[src/hdl/fetch_pkg.sv]
package fetch_pkg;

    // instruction and data widths
    localparam int LEN_INST = 32;
    localparam int LEN_WORD = 32;

    // line geometry, two words per line
    localparam int LOG_FETCH_PARA = 1;
    localparam int FETCH_PARA = 2 ** LOG_FETCH_PARA;
    localparam int LEN_MEMISTR_ADDR = 10;

    // lowest pc bit of the line address
    localparam int LINE_LSB = LOG_FETCH_PARA + 2;

    // prefetch window
    localparam int PREDICT_SIZE = 5;
    localparam int NUM_PROBE = PREDICT_SIZE + 1;

    // cache size
    localparam int LOG_CACHE_DEPTH = 3;
    localparam int CACHE_DEPTH = 2 ** LOG_CACHE_DEPTH;

    typedef logic [LEN_MEMISTR_ADDR-1:0] line_addr_t;
    typedef logic [LEN_INST-1:0] inst_t;
    typedef logic [LEN_WORD-1:0] word_t;
    typedef logic [LEN_INST*FETCH_PARA-1:0] cache_line_t;
    typedef logic [FETCH_PARA-1:0] wen_t;
    typedef logic [LOG_CACHE_DEPTH-1:0] cache_idx_t;
    typedef logic [LOG_FETCH_PARA-1:0] word_idx_t;

    typedef enum logic {
        PF_RUN,
        PF_LOAD
    } pf_mode_t;

    // line address of a byte pc
    function automatic line_addr_t pc_line(word_t pc);
        return pc[LINE_LSB +: LEN_MEMISTR_ADDR];
    endfunction

    // word position inside its line
    function automatic word_idx_t word_sel(word_t pc);
        return pc[2 +: LOG_FETCH_PARA];
    endfunction

endpackage

[src/hdl/cache_port_if.sv]
`timescale 1ns/1ns

// group of combinational cache lookup ports
interface cache_port_if #(
    parameter int NUM_PORTS = 1
);
    import fetch_pkg::*;

    logic [NUM_PORTS-1:0] req;
    line_addr_t           addr [NUM_PORTS];
    logic [NUM_PORTS-1:0] hit;
    cache_line_t          line [NUM_PORTS];

    modport client (
        output req,
        output addr,
        input  hit,
        input  line
    );

    modport cache (
        input  req,
        input  addr,
        output hit,
        output line
    );

endinterface

[src/hdl/inflight_tracker.sv]
`timescale 1ns/1ns

module inflight_tracker (
    input  logic                            clk,
    input  logic                            rst_n,
    input  logic                            issue,
    input  fetch_pkg::line_addr_t           issue_addr,
    output logic                            ret_valid,
    output fetch_pkg::line_addr_t           ret_addr,
    input  fetch_pkg::line_addr_t           probe_addr [fetch_pkg::NUM_PROBE],
    output logic [fetch_pkg::NUM_PROBE-1:0] in_flight
);
    import fetch_pkg::*;

    // stage 0 waits on the memory, stage 1 lines up with mem_rdata
    logic [1:0] stage_valid;
    line_addr_t stage_addr [2];

    always_ff @(posedge clk or negedge rst_n) begin
        if (!rst_n) begin
            stage_valid <= '0;
        end else begin
            stage_valid <= {stage_valid[0], issue};
        end
    end

    always_ff @(posedge clk) begin
        stage_addr[0] <= issue_addr;
        stage_addr[1] <= stage_addr[0];
    end

    assign ret_valid = stage_valid[1];
    assign ret_addr  = stage_addr[1];

    // a probe is busy while any valid stage holds its line
    always_comb begin
        for (int p = 0; p < NUM_PROBE; p++) begin
            in_flight[p] = (issue && (issue_addr == probe_addr[p]))
                        || (stage_valid[0] && (stage_addr[0] == probe_addr[p]))
                        || (stage_valid[1] && (stage_addr[1] == probe_addr[p]));
        end
    end

endmodule

[src/hdl/fetch_prefetcher.sv]
`timescale 1ns/1ns

module fetch_prefetcher (
    input  logic                   clk,
    input  logic                   rst_n,
    input  fetch_pkg::line_addr_t  last_hit,
    input  logic                   miss,
    input  fetch_pkg::line_addr_t  miss_addr,
    input  fetch_pkg::word_t       lr,
    cache_port_if.client           probe_side,
    output logic                   fill_valid,
    output fetch_pkg::line_addr_t  fill_key,
    output fetch_pkg::cache_line_t fill_line,
    output logic                   mem_req,
    output fetch_pkg::line_addr_t  mem_addr,
    input  fetch_pkg::cache_line_t mem_rdata,
    output fetch_pkg::wen_t        mem_wen,
    output fetch_pkg::word_t       mem_wdata,
    input  logic                   prold_mode,
    input  logic                   prold_write,
    input  fetch_pkg::word_t       prold_pc,
    input  fetch_pkg::word_t       prold_data
);
    import fetch_pkg::*;

    pf_mode_t             mode;
    line_addr_t           base;
    line_addr_t           cand [NUM_PROBE];
    logic [NUM_PROBE-1:0] in_flight;
    logic [NUM_PROBE-1:0] needy;
    logic                 pick_valid;
    line_addr_t           pick_addr;
    logic                 ret_valid;
    line_addr_t           ret_addr;

    assign mode = prold_mode ? PF_LOAD : PF_RUN;

    // predict from the missed line, else from the last one that hit
    assign base = miss ? miss_addr : last_hit;

    // index 0 is base+4, last slot is the link register line
    always_comb begin
        for (int i = 0; i < PREDICT_SIZE; i++) begin
            cand[i] = base + line_addr_t'(PREDICT_SIZE - 1 - i);
        end
        cand[PREDICT_SIZE] = pc_line(lr);
    end

    assign probe_side.req  = '1;
    assign probe_side.addr = cand;

    assign needy = ~(probe_side.hit | in_flight);

    // lowest needy index wins
    always_comb begin
        pick_addr = cand[NUM_PROBE-1];
        for (int i = NUM_PROBE - 1; i >= 0; i--) begin
            if (needy[i]) begin
                pick_addr = cand[i];
            end
        end
    end

    assign pick_valid = (mode == PF_RUN) && (|needy);

    always_ff @(posedge clk or negedge rst_n) begin
        if (!rst_n) begin
            mem_req <= 1'b0;
            mem_wen <= '0;
        end else begin
            mem_req <= pick_valid;
            if ((mode == PF_LOAD) && prold_write) begin
                mem_wen <= wen_t'(1) << word_sel(prold_pc);
            end else begin
                mem_wen <= '0;
            end
        end
    end

    // load mode steers the address to the word being written
    always_ff @(posedge clk) begin
        mem_addr  <= (mode == PF_LOAD) ? pc_line(prold_pc) : pick_addr;
        mem_wdata <= prold_data;
    end

    inflight_tracker u_tracker (
        .clk        (clk),
        .rst_n      (rst_n),
        .issue      (mem_req),
        .issue_addr (mem_addr),
        .ret_valid  (ret_valid),
        .ret_addr   (ret_addr),
        .probe_addr (cand),
        .in_flight  (in_flight)
    );

    // read data goes straight to the cache
    assign fill_valid = ret_valid;
    assign fill_key   = ret_addr;
    assign fill_line  = mem_rdata;

endmodule

[src/hdl/line_cache.sv]
`timescale 1ns/1ns

module line_cache (
    input  logic                   clk,
    input  logic                   rst_n,
    input  logic                   fill_valid,
    input  fetch_pkg::line_addr_t  fill_key,
    input  fetch_pkg::cache_line_t fill_line,
    cache_port_if.cache            fetch_side,
    cache_port_if.cache            probe_side
);
    import fetch_pkg::*;

    logic [CACHE_DEPTH-1:0] valid;
    line_addr_t             tags  [CACHE_DEPTH];
    cache_line_t            lines [CACHE_DEPTH];
    cache_idx_t             victim;
    logic [CACHE_DEPTH-1:0] fill_match;
    cache_idx_t             match_idx;
    cache_idx_t             wr_idx;

    function automatic logic [CACHE_DEPTH-1:0] match_of(line_addr_t key);
        logic [CACHE_DEPTH-1:0] m;
        for (int e = 0; e < CACHE_DEPTH; e++) begin
            m[e] = valid[e] && (tags[e] == key);
        end
        return m;
    endfunction

    // at most one entry matches, so an OR is enough
    function automatic cache_line_t sel_line(logic [CACHE_DEPTH-1:0] m);
        cache_line_t l;
        l = '0;
        for (int e = 0; e < CACHE_DEPTH; e++) begin
            if (m[e]) begin
                l = l | lines[e];
            end
        end
        return l;
    endfunction

    // existing key is refreshed in place
    assign fill_match = match_of(fill_key);

    always_comb begin
        match_idx = '0;
        for (int e = 0; e < CACHE_DEPTH; e++) begin
            if (fill_match[e]) begin
                match_idx = cache_idx_t'(e);
            end
        end
    end

    assign wr_idx = (|fill_match) ? match_idx : victim;

    always_ff @(posedge clk or negedge rst_n) begin
        if (!rst_n) begin
            valid  <= '0;
            victim <= '0;
        end else if (fill_valid) begin
            valid[wr_idx] <= 1'b1;
            if (!(|fill_match)) begin
                victim <= victim + 1'b1;
            end
        end
    end

    always_ff @(posedge clk) begin
        if (fill_valid) begin
            tags[wr_idx]  <= fill_key;
            lines[wr_idx] <= fill_line;
        end
    end

    // lookups, all combinational
    always_comb begin
        fetch_side.hit[0]  = fetch_side.req[0] && (|match_of(fetch_side.addr[0]));
        fetch_side.line[0] = sel_line(match_of(fetch_side.addr[0]));
    end

    always_comb begin
        for (int p = 0; p < NUM_PROBE; p++) begin
            probe_side.hit[p]  = probe_side.req[p] && (|match_of(probe_side.addr[p]));
            probe_side.line[p] = sel_line(match_of(probe_side.addr[p]));
        end
    end

endmodule

[src/hdl/fetch_port.sv]
`timescale 1ns/1ns

module fetch_port (
    input  logic                  clk,
    input  logic                  rst_n,
    input  logic                  order,
    input  fetch_pkg::word_t      pc,
    output logic                  done,
    output fetch_pkg::inst_t      instr,
    cache_port_if.client          lookup,
    output fetch_pkg::line_addr_t last_hit,
    output logic                  miss,
    output fetch_pkg::line_addr_t miss_addr
);
    import fetch_pkg::*;

    line_addr_t line_addr;
    word_idx_t  word_idx;

    assign line_addr = pc_line(pc);
    assign word_idx  = word_sel(pc);

    assign lookup.req[0]  = order;
    assign lookup.addr[0] = line_addr;

    // hit already carries order
    assign done  = lookup.hit[0];
    assign instr = lookup.line[0][LEN_INST*word_idx +: LEN_INST];

    assign miss      = order && !lookup.hit[0];
    assign miss_addr = line_addr;

    // base line for the next prediction
    always_ff @(posedge clk or negedge rst_n) begin
        if (!rst_n) begin
            last_hit <= '0;
        end else if (done) begin
            last_hit <= line_addr;
        end
    end

endmodule

[src/hdl/fetch_top.sv]
`timescale 1ns/1ns

module fetch_top (
    input  logic                   clk,
    input  logic                   rst_n,
    input  logic                   order,
    input  fetch_pkg::word_t       pc,
    output logic                   done,
    output fetch_pkg::inst_t       instr,
    input  fetch_pkg::word_t       lr,
    output logic                   mem_req,
    output fetch_pkg::line_addr_t  mem_addr,
    input  fetch_pkg::cache_line_t mem_rdata,
    output fetch_pkg::wen_t        mem_wen,
    output fetch_pkg::word_t       mem_wdata,
    input  logic                   prold_mode,
    input  logic                   prold_write,
    input  fetch_pkg::word_t       prold_pc,
    input  fetch_pkg::word_t       prold_data
);
    import fetch_pkg::*;

    logic        fill_valid;
    line_addr_t  fill_key;
    cache_line_t fill_line;
    line_addr_t  last_hit;
    logic        miss;
    line_addr_t  miss_addr;

    cache_port_if #(.NUM_PORTS(1))         fetch_bus ();
    cache_port_if #(.NUM_PORTS(NUM_PROBE)) probe_bus ();

    fetch_port u_port (
        .clk       (clk),
        .rst_n     (rst_n),
        .order     (order),
        .pc        (pc),
        .done      (done),
        .instr     (instr),
        .lookup    (fetch_bus.client),
        .last_hit  (last_hit),
        .miss      (miss),
        .miss_addr (miss_addr)
    );

    line_cache u_cache (
        .clk        (clk),
        .rst_n      (rst_n),
        .fill_valid (fill_valid),
        .fill_key   (fill_key),
        .fill_line  (fill_line),
        .fetch_side (fetch_bus.cache),
        .probe_side (probe_bus.cache)
    );

    fetch_prefetcher u_prefetch (
        .clk         (clk),
        .rst_n       (rst_n),
        .last_hit    (last_hit),
        .miss        (miss),
        .miss_addr   (miss_addr),
        .lr          (lr),
        .probe_side  (probe_bus.client),
        .fill_valid  (fill_valid),
        .fill_key    (fill_key),
        .fill_line   (fill_line),
        .mem_req     (mem_req),
        .mem_addr    (mem_addr),
        .mem_rdata   (mem_rdata),
        .mem_wen     (mem_wen),
        .mem_wdata   (mem_wdata),
        .prold_mode  (prold_mode),
        .prold_write (prold_write),
        .prold_pc    (prold_pc),
        .prold_data  (prold_data)
    );

endmodule

[config.mk]
export PLATFORM = sky130hd
export DESIGN_NAME = fetch_top
export DESIGN_NICKNAME = d
export VERILOG_FILES = /design/src/hdl/fetch_pkg.sv /design/src/hdl/cache_port_if.sv /design/src/hdl/inflight_tracker.sv /design/src/hdl/fetch_prefetcher.sv /design/src/hdl/line_cache.sv /design/src/hdl/fetch_port.sv /design/src/hdl/fetch_top.sv
export SDC_FILE = /design/constraint.sdc
export NUM_CORES = 1
export LEC_CHECK = 0
export BUFFER_PORTS_ARGS = -buffer_cell sky130_fd_sc_hd__buf_2
export CAP_MARGIN = 20
export CORE_UTILIZATION = 50
export CTS_CLUSTER_SIZE = 14
export DETAILED_ROUTE_END_ITERATION = 16
export GPL_ROUTABILITY_DRIVEN = 0
export PLACE_DENSITY_LB_ADDON = 0.1
export SLEW_MARGIN = 10
export SYNTH_ARGS = -nofsm -noshare
export SYNTH_HDL_FRONTEND = slang
export SYNTH_HIERARCHICAL = 1
export SYNTH_SLANG_ARGS = --single-unit
[constraint.sdc]
create_clock -name clk -period 8.4 [get_ports clk]
set_clock_uncertainty 0.2 [all_clocks]
set_input_delay 0.42 -clock clk [delete_from_list [all_inputs] [get_ports clk]]
set_output_delay 0.42 -clock clk [all_outputs]
set_load 0.02 [all_outputs]
==> results.yml, run 1 <==
clock_tree:
  cts.reportedPaths.clkPinSlew_ns: 0.06
  maximum_buffer_depth_of_the_clock_tree: 3
  cts-buffers-inserted: 74
  clock-sinks: 680
  cts.repair.resized: 0
  master_cell_of_the_clock_root_buffer: "clkbuf_16"
  tritoncts: "yes"
  clkLatencyLatePin_ns: 0.63
  cts_max_level: 3
route:
  drt_first_pass_iters: 6
  post_drt_wl_per_cell_um: 28.3
  dr.first_iter.drc_count: 2527
  routed_wl_mm: 115
  detail_route.drc_violations: 0
  vias: 24794
  postRouteAntennaNets: 0
  detail_route.vias_per_cell: 6.11
floorplan:
  ioPinCount: 275
  core_area_um2: 72800
  fp.dieArea_um2: 74700
  fp.dieH_um: 273
  die_width_um: 273
  initial_utilization_pct: 50.5
  site_rows: 99
run:
  drv.max_cap_violation_count: 0
sta:
  final-setup-viol-count: 0
  final_worst_path_cycle_share_pct: 92.9
  fmax_ghz: 0.128
  max_slew_margin_pct: 17.5
  timing.setup.tns_ns: 0
  timing_worst_slew_pin_value_ns: 1.23
  final.min_clock_period_ns: 7.80
  final-hold-violation-count: 0
  grt_setup_unrepaired: "no"
  report.final.slew_viol_count: 0
global_routing:
  groute.usage.overall_pct: 30.5
  grt_start_max_net_pins: 65
  grt_first_pass_wirelength_mm: 167
  grt_antenna_before_repair: 4
  first_global_vias: 24845
  gr-total-overflow: 0
place:
  detailedPlacementHpwl_mm: 67.6
  place.port_buffers: 210
hold_path:
  holdPathStages: 2
  hold_class: "in2reg"
logic_synthesis:
  post_synth_inst_count: 2943
  synth_warnings: 6
  synthesis.area_per_instance_um2: 12.5
  syn-cell-area_um2: 36800
finish:
  fraction_of_layout_instances_using_a_drive_strength_above_1_pct: 19.5
  area_added_between_synthesis_and_finish_pct: 11.4
  most_frequent_cells_in_the_layout: "xnor2_1, edfxtp_1, buf_2"
  finalCoreUtilization_pct: 56.3
  final_common_cell: "xnor2_1"
  final_nets: 3235
setup_path:
  timing.critical_path.to_type: "flop"
  ff2ff_setup_slack_ns: 0.60
  worstPathRequired_ns: 8.72
  cp.arrival_ns: 8.12
  setup_crit_path_kind: "reg2reg"
  worst_r2r_path_depth: 24
  critPathLaunchType: "flop"
  crit_fanout: 16
power:
  cellLeakagePower_uw: 0.0132
  power_after_layout_uw: 10300
  power.density_cell_area_nw_per_um2: 251
  irDropWorstVdd_mv: 0.229
status:
  result_of_the_run: "complete, no violations"
[per-layer routing]
metal	up-vias	track usage [%]	wire, um	share of wire [%]
met5	-	0	13	0.011
met4	2	14.4	5420	4.7
met3	336	5.19	8760	7.6
met2	1210	50.4	54800	48
met1	12579	39.0	45800	40
li1	10667	-	-	-
[per-stage QoR]
| stage | setup slack [ns] | hold slack (ns) | cells | area [um^2] |
|---|---|---|---|---|
| 3_5_place_dp | 0.987 | 0.309 | 3799 | 37400 |
| 4_1_cts | 0.832 | 0.170 | 4052 | 41000 |
| 3_3_place_gp | 1.04 | 0.298 | 3799 | 37400 |
| 5_1_grt | 0.310 | 0.194 | 4055 | 41000 |
| 6_report | 0.595 | 0.211 | 4055 | 41000 |
| 2_1_floorplan | 1.60 | -0.0756 | 2948 | 36800 |
[final cells by class]
type,instances,area (um^2)
sequential,680,19700
inverter,17,65.1
clock buffer,95,1990
multi-input combinational,1798,14400
tap,959,1200
timing repair buffer,460,3220
fill,5970,31800
antenna,3,7.51
clock inverter,43,395
[flip-flops by register name (all words and copies together) (netlist names)]
register	cells
u_prefetch/mem_req	1
u_cache/victim	3
u_cache/valid	8
u_prefetch/mem_addr	10
u_prefetch/mem_wdata	32
u_prefetch/mem_wen	2
u_prefetch/u_tracker/stage_valid	2
u_prefetch/u_tracker/stage_addr	20
u_port/last_hit	10
u_cache/lines	512
u_cache/tags	80
[critical path, stage by stage (launching register included)]
cell           delay, ns
edfxtp_1            0.63
xnor2_1             0.23
nand4_1             0.11
nor3_2              0.10
nor4_1              0.46
a21boi_1            0.21
nor2b_2             0.71
mux2i_4             0.36
buf_4               0.39
ha_1                0.26
a21o_1              0.14
nand3_1             0.14
xnor2_2             0.68
buf_4               0.34
xnor2_1             0.14
nand4_1             0.13
nor3_1              0.26
nor4_1              0.08
a21boi_0            0.60
or2_2               0.26
buf_4               0.18
a211oi_1            0.10
a211oi_1            0.28
o21ai_0             0.12
dlygate4sd3_1       0.56
[report_power, final]
group          leakage, uW  internal, uW  switching [uW]  total (uW)
Clock              0.00118          1770            1360        3130
Sequential         0.00622          4210             429        4640
Combinational      0.00582          1020            1470        2500
Total               0.0132          7010            3260       10300
[worst paths after layout]
path,startpoint,end
min in group asynchronous,rst_n,u_prefetch/u_tracker/stage_valid[0]$_DFF_PN0_
setup reg to reg,u_cache/tags[6][7]$_DFFE_PP_,u_prefetch/mem_addr[0]$_DFF_P_
max in group asynchronous,rst_n,u_cache/valid[3]$_DFFE_PN0P_
hold / removal,prold_data[4],u_prefetch/mem_wdata[4]$_DFF_P_
hold reg to reg,u_port/last_hit[9]$_DFFE_PN0P_,u_port/last_hit[9]$_DFFE_PN0P_
setup / recovery,u_cache/tags[6][7]$_DFFE_PP_,u_prefetch/mem_addr[0]$_DFF_P_
[what timing repair did]
action                                  in CTS  in global routing
endpoints found under the setup margin       0                  0
setup buffers                                0                  0
hold buffers                               115                  0
endpoints found under the hold margin      583                  0
(Power assumes the default switching activity.)
==> run 2, diff against run 1 <==
--- a/config.mk
+++ b/config.mk
@@ -7,11 +7,12 @@
 export LEC_CHECK = 0
 export BUFFER_PORTS_ARGS = -buffer_cell sky130_fd_sc_hd__buf_2
 export CAP_MARGIN = 20
-export CORE_UTILIZATION = 50
+export CORE_UTILIZATION = 49
 export CTS_CLUSTER_SIZE = 14
 export DETAILED_ROUTE_END_ITERATION = 16
 export GPL_ROUTABILITY_DRIVEN = 0
 export PLACE_DENSITY_LB_ADDON = 0.1
+export SKIP_LAST_GASP = 1
 export SLEW_MARGIN = 10
 export SYNTH_ARGS = -nofsm -noshare
 export SYNTH_HDL_FRONTEND = slang
==> run 2 against run 1 <==
  * Combinational power decreased by 2%
  * Via count is 1.4% lower
  * Sequential share of layout area up 0.21 points
  * Register-to-register slack improved by 0.09 ns
  * Non-clock buffer count is 31 lower
  * Clock power increased by 3%
  * Design area decreased by 0.44%
  * First-iteration DRC count up 0.36%
  * Count of clock-buffer cells in the layout decreased by 5
  * Critical path depth is 3 higher
  * Final cell count fell by 0.62%
  * Die area up 2.0%
  * Critical endpoint unchanged
  * Largest power group unchanged
==> results.yml, run 2 (synthesis results as in run 1) <==
finish:
  largest-register: "u_cache/lines"
  final_common_cell: "xnor2_1"
  n_fill_cell: 6117
  fraction_of_layout_instances_using_a_drive_strength_above_1_pct: 18.7
  top_regs: "u_cache/lines: 512 flops, u_cache/tags: 80 flops, u_prefetch/mem_wdata: 32 flops"
  finalCoreUtilization_pct: 54.9
  most_frequent_cells_in_the_layout: "xnor2_1, edfxtp_1, buf_2"
  largest_register_ffs: 512
  final_nets: 3204
  area_added_between_synthesis_and_finish_pct: 10.9
setup_path:
  crit_fanout: 21
  timing.critical_path.to_type: "flop"
  worstPathRequired_ns: 8.78
  crit_path_top_delay_cell: "edfxtp_1"
  cp.arrival_ns: 8.10
  critPathLaunchType: "flop"
  max_stage_delay_ns: 0.64
  setup_crit_path_kind: "reg2reg"
  critical-path-top-cell-by-count: "buf_4"
place:
  place.port_buffers: 210
  place_ws_ns: 1.02
  detailedPlacementHpwl_mm: 67.5
power:
  p_comb_share_pct: 23.8
  power.density_cell_area_nw_per_um2: 253
  irDropWorstVdd_mv: 0.193
  intPower_uw: 7080
  cellLeakagePower_uw: 0.0131
  share_seq_of_total_power_pct: 45.1
  power.net_switching_uw: 3240
  power_after_layout_uw: 10300
  p_sw_share_pct: 31.4
  power_frac_clock_pct: 31.1
floorplan:
  core_area_um2: 74300
  fp.dieArea_um2: 76200
  fp.dieH_um: 276
  initial_utilization_pct: 49.5
  site_rows: 100
  ioPinCount: 275
  die_width_um: 276
sta:
  final.min_clock_period_ns: 7.72
  grt_setup_unrepaired: "no"
  max_slew_margin_pct: 27.2
  finalWorstSetupSlack_ns: 0.681
  final-setup-viol-count: 0
  timing_worst_slew_pin_value_ns: 1.09
  report.final.slew_viol_count: 0
  final-hold-violation-count: 0
  fmax_ghz: 0.130
  timing.setup.tns_ns: 0
  final.hold.worst_slack_ns: 0.222
  final_worst_path_cycle_share_pct: 91.9
route:
  routed_wl_mm: 114
  detail_route.drc_violations: 0
  drt_first_pass_iters: 5
  vias: 24451
  post_drt_wl_per_cell_um: 28.4
  dr.first_iter.drc_count: 2536
  postRouteAntennaNets: 0
  detail_route.vias_per_cell: 6.07
clock_tree:
  maximum_buffer_depth_of_the_clock_tree: 3
  clock-sinks: 680
  cts.repair.resized: 0
  tritoncts: "yes"
  cts_hold_repair.buffers: 116
  master_cell_of_the_clock_root_buffer: "clkbuf_16"
  cts-buffers-inserted: 74
  cts_max_level: 3
  postCtsSetupBuffers: 0
  clkLatencyLatePin_ns: 0.63
  cts.reportedPaths.clkPinSlew_ns: 0.06
global_routing:
  grt_start_max_net_pins: 65
  grt_antenna_before_repair: 3
  gr-total-overflow: 0
  first_global_vias: 24653
  groute.usage.overall_pct: 29.8
  grt_first_pass_wirelength_mm: 167
status:
  result_of_the_run: "complete, no violations"
hold_path:
  hold_class: "in2reg"
run:
  drv.max_cap_violation_count: 0
run 2: cell count changes in the layout (fill, tap and decap cells not counted), moves of 3 or more:
| cell | previous run | this run |
|---|---|---|
| clkinv_2 | 18 | 15 |
| clkbuf_1 | 14 | 10 |
| buf_4 | 135 | 99 |
| clkinvlp_4 | 0 | 3 |
| bufinv_16 | 2 | 5 |
run 2: power by group through the flow:
stage / Clock [uW] / Sequential, uW / Combinational, uW
after floorplan: 0 / 4440 / 1950
after global placement: 0 / 4700 / 2320
after detailed placement: 0 / 4710 / 2380
after CTS: 3280 / 4650 / 2430
after global routing: 3420 / 4690 / 2600
final: 3210 / 4660 / 2460
run 2: critical path: cells and delay by family, from the launching register on:
family / cells / cell delay (ns)
flops: 1 / 0.64
xor+xnor: 3 / 0.61
buf+inv: 5 / 1.66
fa+ha+maj: 1 / 0.32
simple gates: 11 / 2.41
compound gates: 6 / 1.49
mux: 1 / 0.28
run 2: routing by layer:
layer  vias up  part of all wire [%]  track usage (%)  routed length [um]
met5         -                 0.011                0                  13
met4         2                   4.6             13.5                5300
met3       342                   8.1             5.52                9270
met2      1186                    47             48.3               53400
met1     12311                    41             38.9               46400
li1      10610                     -                -                   -
run 2: final cells by class:
type                            count  area (um^2)  area share (%)
Multi-Input combinational cell   1798        14400            35.3
Clock buffer                       90         1980            4.84
Timing Repair Buffer              429         3020            7.40
Antenna cell                        2         5.00          0.0123
Sequential cell                   680        19700            48.2
Tap cell                          969         1210            2.97
Clock inverter                     45          440            1.08
Inverter                           17         65.1           0.159
run 2: path summary, 6_finish.rpt:
check                                                                 to  cells past startpoint  slack [ns]                           start
min                                       u_port/last_hit[9]$_DFFE_PN0P_                      2        0.22                          pc[12]
max reg2reg                               u_prefetch/mem_addr[0]$_DFF_P_                     27        0.68    u_cache/tags[6][3]$_DFFE_PP_
min reg2reg                               u_port/last_hit[9]$_DFFE_PN0P_                      1        0.33  u_port/last_hit[9]$_DFFE_PN0P_
min in group asynchronous  u_prefetch/u_tracker/stage_valid[0]$_DFF_PN0_                      2        0.23                           rst_n
max                                       u_prefetch/mem_addr[0]$_DFF_P_                     27        0.68    u_cache/tags[6][3]$_DFFE_PP_
max in group asynchronous                   u_cache/valid[1]$_DFFE_PN0P_                      2        7.20                           rst_n
run 2: per-stage QoR:
stage,area (um^2),cells
after global routing,40800,4030
after floorplan,36800,2948
after global placement,37200,3775
final,40800,4030
after detailed placement,37200,3777
after CTS,40800,4028
